--- config.mk ---
export PLATFORM = sky130hd
export DESIGN_NAME = sysarr_top
export DESIGN_NICKNAME = d
export VERILOG_FILES = /design/src/sys_arr_pkg.sv /design/src/systolic_array_fifo_if.sv /design/src/sysarr_fifo.sv /design/src/sysarr_pe.sv /design/src/sysarr_array.sv /design/src/sysarr_control.sv /design/src/sysarr_top.sv
export SDC_FILE = /design/constraint.sdc
export NUM_CORES = 2
export LEC_CHECK = 0
export BUFFER_PORTS_ARGS = -buffer_cell sky130_fd_sc_hd__buf_2
export CORE_MARGIN = 5
export CORE_UTILIZATION = 59
export CTS_BUF_LIST = sky130_fd_sc_hd__clkbuf_4 sky130_fd_sc_hd__clkbuf_8
export CTS_CLUSTER_SIZE = 8
export DETAILED_ROUTE_END_ITERATION = 8
export PLACE_DENSITY = 0.88
export SLEW_MARGIN = 20
export SYNTH_ARGS = -nofsm -noshare
export SYNTH_HDL_FRONTEND = slang
export SYNTH_HIERARCHICAL = 1
export SYNTH_SLANG_ARGS = --single-unit
--- constraint.sdc ---
create_clock -name clk -period 7.03 [get_ports clk]
set_input_delay 1.0545 -clock clk [delete_from_list [all_inputs] [get_ports clk]]
set_output_delay 1.0545 -clock clk [all_outputs]
set_load 0.1 [all_outputs]
--- src/sys_arr_pkg.sv ---
package sys_arr_pkg;

    // Default operand width in bits.
    localparam int DW_DEF = 8;

    // Default array size; the grid is N_DEF by N_DEF cells.
    localparam int N_DEF = 4;

    // Default FIFO depth, counted in whole operand pairs.
    localparam int DEPTH_DEF = 2;

    // An accumulator must hold N products of two DW-bit operands.
    // Each product needs 2*DW bits and the sum of N of them adds ceil(log2 N) bits.
    function automatic int acc_width(input int dw, input int n);
        return 2 * dw + $clog2(n);
    endfunction

    // Controller sequence for one matrix product.
    // IDLE waits for a stored pair, SHIFT feeds the skewed operands,
    // DRAIN lets the last products reach the far corner, READOUT returns C.
    typedef enum logic [1:0] {
        IDLE,
        SHIFT,
        DRAIN,
        READOUT
    } ctrl_state_t;

endpackage

--- src/systolic_array_fifo_if.sv ---
interface systolic_array_fifo_if import sys_arr_pkg::*; #(
    parameter int DW = DW_DEF,
    parameter int N  = N_DEF
);

    // Writes one whole row of N words into the FIFO.
    logic            load;

    // The row that load stores, word k in bits [k*DW +: DW].
    logic [N*DW-1:0] load_values;

    // Advances the FIFO by one word.
    logic            shift;

    // The word currently presented by the FIFO.
    logic [DW-1:0]   out;

    // High while the current row still holds words.
    logic            valid;

    // The FIFO side takes the commands and presents the word.
    modport fifo (input load, load_values, shift, output out, valid);

    // The controller issues load and shift and watches the flag.
    // load_values is driven straight from the input beat at the top level.
    modport ctrl (output load, shift, input out, valid);

endinterface

--- src/sysarr_fifo.sv ---
module sysarr_fifo import sys_arr_pkg::*; #(
    parameter int DW    = DW_DEF,
    parameter int N     = N_DEF,
    parameter int DEPTH = DEPTH_DEF
) (
    input logic                 clk,
    input logic                 nRST,
    systolic_array_fifo_if.fifo fifo
);

    // Pointer widths, kept at least one bit wide.
    localparam int PW = (DEPTH > 1) ? $clog2(DEPTH) : 1;
    localparam int CW = (N > 1) ? $clog2(N) : 1;

    // Row storage, one full operand row per entry.
    logic [N*DW-1:0] mem [DEPTH];

    // One flag per row, set on load and cleared when its last word leaves.
    logic [DEPTH-1:0] row_vld;

    // Circular row pointers and the word pointer inside the read row.
    logic [PW-1:0] wr_ptr;
    logic [PW-1:0] rd_ptr;
    logic [CW-1:0] col_ptr;

    logic do_shift;
    logic last_word;

    // Steps a row pointer around the ring of DEPTH entries.
    function automatic logic [PW-1:0] next_ptr(input logic [PW-1:0] p);
        return (p == PW'(DEPTH - 1)) ? '0 : p + 1'b1;
    endfunction

    // The presented word is picked out of the read row by the column pointer.
    assign fifo.out   = mem[rd_ptr][col_ptr*DW +: DW];
    assign fifo.valid = row_vld[rd_ptr];

    // A shift with no valid row is dropped.
    assign do_shift  = fifo.shift && row_vld[rd_ptr];
    assign last_word = (col_ptr == CW'(N - 1));

    always_ff @(posedge clk) begin
        if (fifo.load) begin
            mem[wr_ptr] <= fifo.load_values;
        end
    end

    always_ff @(posedge clk or negedge nRST) begin
        if (!nRST) begin
            row_vld <= '0;
            wr_ptr  <= '0;
            rd_ptr  <= '0;
            col_ptr <= '0;
        end else begin
            if (fifo.load) begin
                row_vld[wr_ptr] <= 1'b1;
                wr_ptr          <= next_ptr(wr_ptr);
            end
            if (do_shift) begin
                // The last word of a row frees that row and moves to the next one.
                if (last_word) begin
                    row_vld[rd_ptr] <= 1'b0;
                    rd_ptr          <= next_ptr(rd_ptr);
                    col_ptr         <= '0;
                end else begin
                    col_ptr <= col_ptr + 1'b1;
                end
            end
            // A load into an empty FIFO makes the new row the read row.
            if (fifo.load && !row_vld[rd_ptr]) begin
                rd_ptr  <= wr_ptr;
                col_ptr <= '0;
            end
        end
    end

endmodule

--- src/sysarr_pe.sv ---
module sysarr_pe import sys_arr_pkg::*; #(
    parameter int DW    = DW_DEF,
    parameter int ACC_W = acc_width(DW_DEF, N_DEF)
) (
    input  logic             clk,
    input  logic             nRST,
    input  logic             clear,
    input  logic [DW-1:0]    a_in,
    input  logic [DW-1:0]    b_in,
    input  logic             a_vld_in,
    input  logic             b_vld_in,
    output logic [DW-1:0]    a_out,
    output logic [DW-1:0]    b_out,
    output logic             a_vld_out,
    output logic [ACC_W-1:0] acc
);

    // Product of the registered operand pair.
    logic [2*DW-1:0] prod;

    // Both operand streams reach a cell in the same cycle.
    // One registered flag therefore marks the pair and travels right and down.
    always_ff @(posedge clk or negedge nRST) begin
        if (!nRST) begin
            a_vld_out <= 1'b0;
        end else begin
            a_vld_out <= a_vld_in & b_vld_in;
        end
    end

    // Operands move one cell per cycle; the neighbors see these registers.
    always_ff @(posedge clk) begin
        a_out <= a_in;
        b_out <= b_in;
    end

    assign prod = a_out * b_out;

    // Output stationary: the sum stays here until the controller reads it.
    always_ff @(posedge clk) begin
        if (clear) begin
            acc <= '0;
        end else if (a_vld_out) begin
            acc <= acc + ACC_W'(prod);
        end
    end

endmodule

--- src/sysarr_array.sv ---
module sysarr_array import sys_arr_pkg::*; #(
    parameter int  DW    = DW_DEF,
    parameter int  N     = N_DEF,
    localparam int ACC_W = acc_width(DW, N)
) (
    input  logic                             clk,
    input  logic                             nRST,
    input  logic                             clear,
    input  logic [N-1:0][DW-1:0]             a_edge,
    input  logic [N-1:0]                     a_edge_vld,
    input  logic [N-1:0][DW-1:0]             b_edge,
    input  logic [N-1:0]                     b_edge_vld,
    output logic [N-1:0][N-1:0][ACC_W-1:0]   acc_all
);

    // A data enters cell (i,j) on a_d[i][j]; column N is the far right output.
    logic [DW-1:0] a_d [N][N+1];
    // B data enters cell (i,j) on b_d[i][j]; row N is the bottom output.
    logic [DW-1:0] b_d [N+1][N];
    // Pair valid flags along the same two directions.
    logic          a_v [N][N+1];
    logic          b_v [N+1][N];

    // Row i of the grid is fed from A lane i at its left edge.
    for (genvar i = 0; i < N; i++) begin : g_left
        assign a_d[i][0] = a_edge[i];
        assign a_v[i][0] = a_edge_vld[i];
    end

    // Column j of the grid is fed from B lane j at its top edge.
    for (genvar j = 0; j < N; j++) begin : g_top
        assign b_d[0][j] = b_edge[j];
        assign b_v[0][j] = b_edge_vld[j];
    end

    for (genvar i = 0; i < N; i++) begin : g_row
        for (genvar j = 0; j < N; j++) begin : g_col
            sysarr_pe #(
                .DW   (DW),
                .ACC_W(ACC_W)
            ) u_pe (
                .clk      (clk),
                .nRST     (nRST),
                .clear    (clear),
                .a_in     (a_d[i][j]),
                .b_in     (b_d[i][j]),
                .a_vld_in (a_v[i][j]),
                .b_vld_in (b_v[i][j]),
                .a_out    (a_d[i][j+1]),
                .b_out    (b_d[i+1][j]),
                .a_vld_out(a_v[i][j+1]),
                .acc      (acc_all[i][j])
            );
            // The cell's pair flag also feeds the cell below it.
            assign b_v[i+1][j] = a_v[i][j+1];
        end
    end

endmodule

--- src/sysarr_control.sv ---
module sysarr_control import sys_arr_pkg::*; #(
    parameter int  DW    = DW_DEF,
    parameter int  N     = N_DEF,
    parameter int  DEPTH = DEPTH_DEF,
    localparam int ACC_W = acc_width(DW, N),
    localparam int IW    = $clog2(N)
) (
    input  logic                           clk,
    input  logic                           nRST,
    input  logic                           in_valid,
    input  logic [N-1:0][N-1:0][ACC_W-1:0] acc_all,
    systolic_array_fifo_if.ctrl            a_fifo [N-1:0],
    systolic_array_fifo_if.ctrl            b_fifo [N-1:0],
    output logic                           clear,
    output logic [N-1:0]                   edge_vld,
    output logic                           in_credit,
    output logic                           out_valid,
    output logic [IW-1:0]                  out_index,
    output logic [N-1:0][ACC_W-1:0]        out_row
);

    // The cycle counter must reach 2N-2 in SHIFT and N in DRAIN.
    localparam int CW = $clog2(2 * N);
    localparam int PW = $clog2(DEPTH + 1);

    ctrl_state_t   state;
    logic [IW-1:0] beat_cnt;
    logic [CW-1:0] cyc;
    logic [PW-1:0] pend;
    logic          pair_done;
    logic          start;
    logic [N-1:0]  win;

    // The beat index picks the lane pair; the last beat completes a pair.
    assign pair_done = in_valid && (beat_cnt == IW'(N - 1));
    assign start     = (state == IDLE) && ((pend != '0) || pair_done);

    always_ff @(posedge clk or negedge nRST) begin
        if (!nRST) begin
            beat_cnt <= '0;
        end else if (in_valid) begin
            beat_cnt <= pair_done ? '0 : beat_cnt + 1'b1;
        end
    end

    // Pairs stored in the FIFOs but not yet started.
    always_ff @(posedge clk or negedge nRST) begin
        if (!nRST) begin
            pend <= '0;
        end else if (pair_done && !start) begin
            pend <= pend + 1'b1;
        end else if (!pair_done && start) begin
            pend <= pend - 1'b1;
        end
    end

    // cyc restarts at zero on every state change.
    // SHIFT runs 2N-1 cycles, DRAIN N+1 and READOUT N.
    always_ff @(posedge clk or negedge nRST) begin
        if (!nRST) begin
            state     <= IDLE;
            cyc       <= '0;
            in_credit <= 1'b0;
        end else begin
            // One credit per pair, the cycle after the final shift.
            in_credit <= (state == SHIFT) && (cyc == CW'(2 * N - 2));
            cyc       <= cyc + 1'b1;
            case (state)
                IDLE: begin
                    cyc <= '0;
                    if (start) begin
                        state <= SHIFT;
                    end
                end
                SHIFT: begin
                    if (cyc == CW'(2 * N - 2)) begin
                        state <= DRAIN;
                        cyc   <= '0;
                    end
                end
                DRAIN: begin
                    if (cyc == CW'(N)) begin
                        state <= READOUT;
                        cyc   <= '0;
                    end
                end
                READOUT: begin
                    if (cyc == CW'(N - 1)) begin
                        state <= IDLE;
                        cyc   <= '0;
                    end
                end
                default: state <= IDLE;
            endcase
        end
    end

    // Lane k shifts in SHIFT cycles k to k+N-1, which gives the diagonal skew.
    for (genvar k = 0; k < N; k++) begin : g_lane
        assign win[k]          = (state == SHIFT) && (cyc >= CW'(k)) && (cyc < CW'(k + N));
        assign a_fifo[k].shift = win[k];
        assign b_fifo[k].shift = win[k];
        assign a_fifo[k].load  = in_valid && (beat_cnt == IW'(k));
        assign b_fifo[k].load  = in_valid && (beat_cnt == IW'(k));
        // An edge word counts only if both lanes really present data.
        assign edge_vld[k]     = win[k] & a_fifo[k].valid & b_fifo[k].valid;
    end

    // The accumulators are zeroed in the first SHIFT cycle.
    assign clear = (state == SHIFT) && (cyc == '0);

    // Readout: one row of C per cycle.
    assign out_valid = (state == READOUT);
    assign out_index = cyc[IW-1:0];
    assign out_row   = acc_all[cyc[IW-1:0]];

endmodule

--- src/sysarr_top.sv ---
module sysarr_top import sys_arr_pkg::*; #(
    parameter int  DW    = DW_DEF,
    parameter int  N     = N_DEF,
    parameter int  DEPTH = DEPTH_DEF,
    localparam int ACC_W = acc_width(DW, N)
) (
    input  logic                    clk,
    input  logic                    nRST,
    input  logic                    in_valid,
    input  logic [N*DW-1:0]         in_a_row,
    input  logic [N*DW-1:0]         in_b_col,
    output logic                    in_credit,
    output logic                    out_valid,
    output logic [$clog2(N)-1:0]    out_index,
    output logic [N-1:0][ACC_W-1:0] out_row
);

    logic                           clear;
    logic [N-1:0]                   edge_vld;
    logic [N-1:0][DW-1:0]           a_edge;
    logic [N-1:0][DW-1:0]           b_edge;
    logic [N-1:0][N-1:0][ACC_W-1:0] acc_all;

    // One link per lane for each operand bank.
    systolic_array_fifo_if #(.DW(DW), .N(N)) a_if [N-1:0] ();
    systolic_array_fifo_if #(.DW(DW), .N(N)) b_if [N-1:0] ();

    // Every lane sees the beat; the controller's load picks the one that stores it.
    // The presented FIFO words form the left and top edges of the grid.
    for (genvar k = 0; k < N; k++) begin : g_lane
        assign a_if[k].load_values = in_a_row;
        assign b_if[k].load_values = in_b_col;
        assign a_edge[k]           = a_if[k].out;
        assign b_edge[k]           = b_if[k].out;

        sysarr_fifo #(.DW(DW), .N(N), .DEPTH(DEPTH)) u_a_fifo (
            .clk (clk),
            .nRST(nRST),
            .fifo(a_if[k])
        );

        sysarr_fifo #(.DW(DW), .N(N), .DEPTH(DEPTH)) u_b_fifo (
            .clk (clk),
            .nRST(nRST),
            .fifo(b_if[k])
        );
    end

    sysarr_control #(.DW(DW), .N(N), .DEPTH(DEPTH)) u_ctrl (
        .clk      (clk),
        .nRST     (nRST),
        .in_valid (in_valid),
        .acc_all  (acc_all),
        .a_fifo   (a_if),
        .b_fifo   (b_if),
        .clear    (clear),
        .edge_vld (edge_vld),
        .in_credit(in_credit),
        .out_valid(out_valid),
        .out_index(out_index),
        .out_row  (out_row)
    );

    // A and B lanes k shift together, so one flag vector serves both edges.
    sysarr_array #(.DW(DW), .N(N)) u_array (
        .clk       (clk),
        .nRST      (nRST),
        .clear     (clear),
        .a_edge    (a_edge),
        .a_edge_vld(edge_vld),
        .b_edge    (b_edge),
        .b_edge_vld(edge_vld),
        .acc_all   (acc_all)
    );

endmodule

==> After elaboration in Yosys (flattened, before gate mapping) <==
Memories as Yosys holds them, arrays and structs flattened.
Cells that the tools add are included.
{ "word_totals": {"register_bits": 612, "ram_bits": 512, "in_bits": 67, "out_inout_bits": 76, "n_memories": 8} }
{ "classes": {"n_addsub": 44, "mul": 16, "n_lt_le_gt_ge": 41, "n_eq_ne": 21, "n_shift": 8, "n_mux": 158, "bitwise": 38, "n_reduce_logical": 90} }
{ "mem_list": {"columns": ["memory", "words", "width", "rd", "rd_clocked_by_memory_dff", "wr", "line_no", "source"], "rows": [
  ["g_lane[0].u_a_fifo.mem", 2, 32, 1, 0, 1, "sysarr_fifo.sv:16", "logic [N*DW-1:0] mem [DEPTH];"],
  ["g_lane[0].u_b_fifo.mem", 2, 32, 1, 0, 1, "sysarr_fifo.sv:16", null],
  ["g_lane[1].u_a_fifo.mem", 2, 32, 1, 0, 1, "sysarr_fifo.sv:16", null],
  ["g_lane[1].u_b_fifo.mem", 2, 32, 1, 0, 1, "sysarr_fifo.sv:16", null],
  ["g_lane[2].u_a_fifo.mem", 2, 32, 1, 0, 1, "sysarr_fifo.sv:16", null],
  ["g_lane[2].u_b_fifo.mem", 2, 32, 1, 0, 1, "sysarr_fifo.sv:16", null],
  ["+2 memories", null, null, null, null, null, null, null]
]} }
{ "ops": {"columns": ["cell", "n"], "rows": [
  ["$add 18x16->18", 16],
  ["$mul 8x8->16", 16],
  ["$shiftx 32x6->8", 8],
  ["$bmux 72 s2", 1],
  ["$mux 2", 55],
  ["$mux 1", 80],
  ["$mux 72", 1],
  ["$logic_and 1x1->1", 49],
  ["$reduce_bool 2->1", 18],
  ["$lt 1x2->1 const B", 16],
  ["$eq 2x2->1 const B", 12],
  ["$add 2x1->2 const B", 10],
  ["$add 1x1->1 const B", 16],
  ["$and 2x2->2", 8],
  ["$demux 1 s1", 16],
  ["$ge 1x1->1 const B", 16],
  ["$not 2->2", 8],
  ["$or 2x2->2", 8],
  ["$reduce_and 2->1", 8],
  ["$and 1x1->1", 14],
  ["$lt 3x3->1 const B", 4],
  ["$pmux 3 s4", 1],
  ["$logic_not 1->1", 10],
  ["$mux 3", 3],
  ["15 further kinds", 22]
]} }

==> Longest topological paths before layout <==
{ "logic_depth": {"ltp_word": 9, "ltp_mapped": 18} }

==> Modules after synthesis <==
Netlist, hierarchy kept.
{ "by_module_without_submodules": {"columns": ["module", "instances", "cells_per_inst", "area_per_inst_um2"], "rows": [
  ["sysarr_pe (u_array.g_row[1].g_col[1].u_pe ...)", 6, 395, 3597.2],
  ["sysarr_pe (u_array.g_row[0].g_col[0].u_pe ...)", 4, 388, 3575.9],
  ["sysarr_fifo (g_lane[0].u_b_fifo ...)", 5, 120, 2746.4],
  ["sysarr_pe (u_array.g_row[3].g_col[0].u_pe ...)", 3, 411, 3699.8],
  ["sysarr_fifo (g_lane[0].u_a_fifo ...)", 3, 121, 2752.6],
  ["sysarr_pe (u_array.g_row[3].g_col[3].u_pe)", 1, 418, 3766.1],
  ["sysarr_pe (u_array.g_row[2].g_col[3].u_pe)", 1, 420, 3703.6],
  ["sysarr_pe (u_array.g_row[1].g_col[0].u_pe)", 1, 387, 3558.4],
  ["sysarr_control", 1, 183, 2622.5]
]} }

==> Worst setup path after synthesis <==
OpenSTA, ideal clock, no wires.
{ "synth_timing": {"path_type": "reg2reg", "from": "register u_array.g_row[1].g_col[0].u_pe.a_out[5]", "to": "register u_array.g_row[1].g_col[0].u_pe.acc[17]", "t_arrival_ps": 4472, "required_time_ps": 6907, "path_slack_ps": 2434, "stages_incl_launch_ff": 16, "cell_sequence": "dfxtp_1 nand2_1 fa_1 inv_1 fa_1 fa_1 inv_1 fa_1 inv_1 ha_1 a21o_1 a21o_1 a311o_1 o31ai_2 mux2i_1 mux2_1"} }
{ "synth_between": {"elab_chain_cells": 2} }
{ "synth_rtl": {"columns": ["element", "line_no", "source"], "rows": [
  ["start: declaration", "sysarr_pe.sv:12", "output logic [DW-1:0] a_out,"],
  ["start signal: assignment", "sysarr_pe.sv:33", "a_out <= a_in;"],
  ["$mul 8x8->16", "sysarr_pe.sv:37", "assign prod = a_out * b_out;"],
  ["$add 18x16->18", "sysarr_pe.sv:44", "acc <= acc + ACC_W'(prod);"],
  ["end signal: assignment", "sysarr_pe.sv:44", null],
  ["end: declaration", "sysarr_pe.sv:15", "output logic [ACC_W-1:0] acc"]
]} }
No other way between the ends.
A chain may end at the register's enable or synchronous reset.

==> Worst setup path after layout <==
{ "layout_timing": {"from": "register u_array.g_row[2].g_col[1].u_pe.a_out[6]", "to": "register u_array.g_row[2].g_col[1].u_pe.acc[17]"} }
{ "layout_between": {"elab_chain_cells": 2} }
{ "layout_rtl": {"columns": ["element", "line_no"], "rows": [
  ["start: declaration", "sysarr_pe.sv:12"],
  ["start signal: assignment", "sysarr_pe.sv:33"],
  ["$mul 8x8->16", "sysarr_pe.sv:37"],
  ["$add 18x16->18", "sysarr_pe.sv:44"],
  ["end signal: assignment", "sysarr_pe.sv:44"],
  ["end: declaration", "sysarr_pe.sv:15"]
]} }
No other way between the ends.

==> flow_summary.yaml <==
run_status:
  outcome: "complete, no violations"
timing:
  fmax_ghz: 0.194
  period_needed_ns: 5.15
  setup_viol: 0
  tns_ns: 0
  post-route-period-util: 0.733
  max_slew_margin: 0.246
  hold_viol: 0
  drv_slew: 0
  finClkSkew_ns: 0.0704
  rsz0062_at_grt: "no"
  worstMarginPinSlew_ns: 1.13
clocking:
  numCtsBuffers: 187
  cts.htree.levels: 4
  cts.sinks: 1130
  postCtsSetupRepairBufs: 0
  clock_path_buffers: 3
  clk_latency_ns: 0.95
  clkSlewWorstSetupHoldPaths_ns: 0.06
  root_buffer: "clkbuf_8"
  cts_tree: "built"
synthesis:
  syn_avg_cell_area_um2: 11.0
  synth-warning-count: 6
  postSynthCellCount: 7526
  ys_seq_area_frac: 0.340
  synthDistinctLibCells: 97
  synth_edf_count: 512
  synthFlopType: "dfxtp_1"
  syn_nets: 9055
  synth.most_common_cell: "inv_1"
  synth.ff_latch_count: 1130
  synth_common_cells: "inv_1 (1544), fa_1 (800), nand2_1 (678)"
  synth-async-reset-ratio: 0.0655
  ys_top_cells_by_area: "fa_1 (19%), edfxtp_1 (19%), dfxtp_1 (13%)"
  yosys.area.top_type: "fa_1"
  synth_top_cell_area_share: 0.194
  synth_area_um2: 82600
layout:
  areaGrowthSynthToFinish_pct: 8.18
  nNetsFinal: 9257
  drive_gt1_frac: 0.102
floorplanning:
  die_x_um: 384
  io_pins: 143
  coreArea_um2: 139000
  rows: 137
  start_util: 0.593
  die_h_um: 384
  die-area_um2: 148000
placement:
  dp.final_hpwl_um: 153000
  port_buffers: 142
  globalplace.congestion: 0.925
job:
  maxCapViolations: 0
worst_setup_path:
  critPathMaxStageDelay_ns: 0.81
  endpoint_kind: "flip-flop"
  crit_required_ns: 7.79
  arrival_ns: 5.91
  start_kind: "flip-flop"
  worstReg2RegStart: "u_array/g_row[2].g_col[1].u_pe/a_out[6]"
  reg2reg_setup_slack_ns: 1.88
  cp_common_cell: "fa_1"
  crit_path_top_delay_cell: "dfxtp_1"
  criticalPathCategory: "flip-flop to flip-flop"
  critical_path.max_fanout: 9
  r2r_end: "u_array/g_row[2].g_col[1].u_pe/acc[17]"
  rr_worst_depth: 16
  critical_path.cell_chain: "nand2_1 > fa_1 > inv_1 > fa_1 > inv_1 > fa_1 > fa_1 > inv_1 > ha_1 > o21ai_0 > o21ai_1 > nand2_1 > o31ai_1 > mux2i_1 > xnor2_1 > nor2_1"
route:
  via_per_inst: 5.76
  detail-route-antenna-nets: 0
  drc: 0
  drt_first_pass_iters: 6
  wire_per_inst_um: 20.8
  via_count: 56345
  wl_um: 204000
  drt_iter0_drc: 4849
min_path:
  hold_path_depth: 1
  worstHoldStart: "in_a_row[28]"
  hold_path.class: "input pin to flip-flop"
  whs_endpoint: "g_lane[2].u_a_fifo/mem[0][28]"
global_route:
  gr-total-overflow: 0
  grt_usage: 0.277
  grt_antenna_before_repair: 29
  grt_pass1_wl_um: 322000
  first_global_vias: 59309
  grt_max_degree: 121
[per-layer routing]
layer | GRT usage | vias up | wire, um
li1 | - | 25164 | -
met1 | 0.346 | 28333 | 79500
met2 | 0.467 | 2296 | 99200
met3 | 0.0576 | 530 | 15100
met4 | 0.125 | 22 | 9950
met5 | 0 | - | 170
[through the flow]
step / instance area [um2] / worst slack (ns) / util / std cells / hold slack (ns)
detailed placement: 85100 / 2.00 / 0.611 / 9414 / 0.451
floorplan: 82600 / 2.43 / - / 7526 / 0.329
CTS: 89300 / 1.95 / 0.641 / 9759 / 0.311
finish: 89400 / 1.88 / 0.641 / 9776 / 0.398
global route: 89400 / 1.56 / 0.641 / 9765 / 0.344
global placement: 85100 / 2.08 / 0.611 / 9414 / 0.444
[worst max-delay path by stage]
| stage | from | endpoint | slack [ns] | depth (start not counted) |
|---|---|---|---|---|
| after floorplan | u_array/g_row[1].g_col[0].u_pe/a_out[5] | u_array/g_row[1].g_col[0].u_pe/acc[17] | 2.43 | 15 |
| after global routing | u_array/g_row[2].g_col[1].u_pe/a_out[6] | u_array/g_row[2].g_col[1].u_pe/acc[17] | 1.56 | 16 |
| after CTS | u_array/g_row[2].g_col[1].u_pe/a_out[6] | u_array/g_row[2].g_col[1].u_pe/acc[17] | 1.95 | 16 |
| after detailed placement | u_array/g_row[2].g_col[1].u_pe/a_out[6] | u_array/g_row[2].g_col[1].u_pe/acc[17] | 2.00 | 16 |
| final | u_array/g_row[2].g_col[1].u_pe/a_out[6] | u_array/g_row[2].g_col[1].u_pe/acc[17] | 1.88 | 16 |
| after global placement | u_array/g_row[2].g_col[1].u_pe/a_out[6] | u_array/g_row[2].g_col[1].u_pe/acc[17] | 2.08 | 16 |
[cells by family (layout without fill, tap and decap cells)]
group                      after synthesis  in the layout  share of synthesized area
xor gates and xnor gates               150            150                     0.0159
adders and majority gates             1462           1462                      0.294
other                                    0             17                          0
and+or+nand+nor                       1836           1836                      0.110
DFF                                   1130           1130                      0.340
muxes                                  473            473                     0.0935
AOI/OAI and AO/OA                      764            764                     0.0652
buffers and inverters                 1711           2068                     0.0811
[what timing repair did]
item / 4_1_cts / 5_1_grt
gates resized for setup: 0 / 0
hold buffers: 1 / 0
endpoints found under the hold margin: 2 / 0
[critical path, delay by kind of cell, from the launching register on]
family | cells | cell delay [ns]
flip-flops | 1 | 0.81
multiplexers | 1 | 0.28
adder cells (fa/ha/maj) | 5 | 2.39
AND/OR/NAND/NOR | 3 | 0.38
buffers and inverters | 3 | 0.15
XOR/XNOR | 1 | 0.14
AO/OA/AOI/OAI | 3 | 0.83
[flip-flops by register name, summed over array words and instances (netlist names), 16 cells and up]
name / flops
g_lane.u_a_fifo/mem: 256
g_lane.u_b_fifo/mem: 256
u_array/g_row.g_col.u_pe/a_out: 128
u_array/g_row.g_col.u_pe/a_vld_out: 16
u_array/g_row.g_col.u_pe/acc: 288
u_array/g_row.g_col.u_pe/b_out: 128
[placed cells by master (no fill, tap or decap), types with 52 or more instances in the layout]
cell / count
a21o_1: 85
a21oi_1: 192
and2_1: 539
buf_2: 141
clkbuf_4: 82
clkbuf_8: 216
dfrtp_1: 66
dfxtp_1: 544
edfxtp_1: 512
fa_1: 800
ha_1: 662
inv_1: 1544
mux2_2: 77
mux2i_1: 187
mux4_1: 99
mux4_2: 101
nand2_1: 678
nand3_1: 52
nor2_1: 311
o21ai_0: 99
xnor2_1: 93
xor2_1: 57
[area by class of cell]
cell class / count / area [um2]
inverter: 1544 / 5800
clock buffer: 298 / 3590
timing repair buffer: 180 / 1050
sequential: 1130 / 28100
clock inverter: 46 / 621
fill: 9955 / 50000
antenna: 17 / 42.5
tap: 1876 / 2350
multi-input combinational: 4685 / 47800
Power is not shown: default switching activity piles up to over one toggle a cycle in this logic, so the estimate is an artifact.
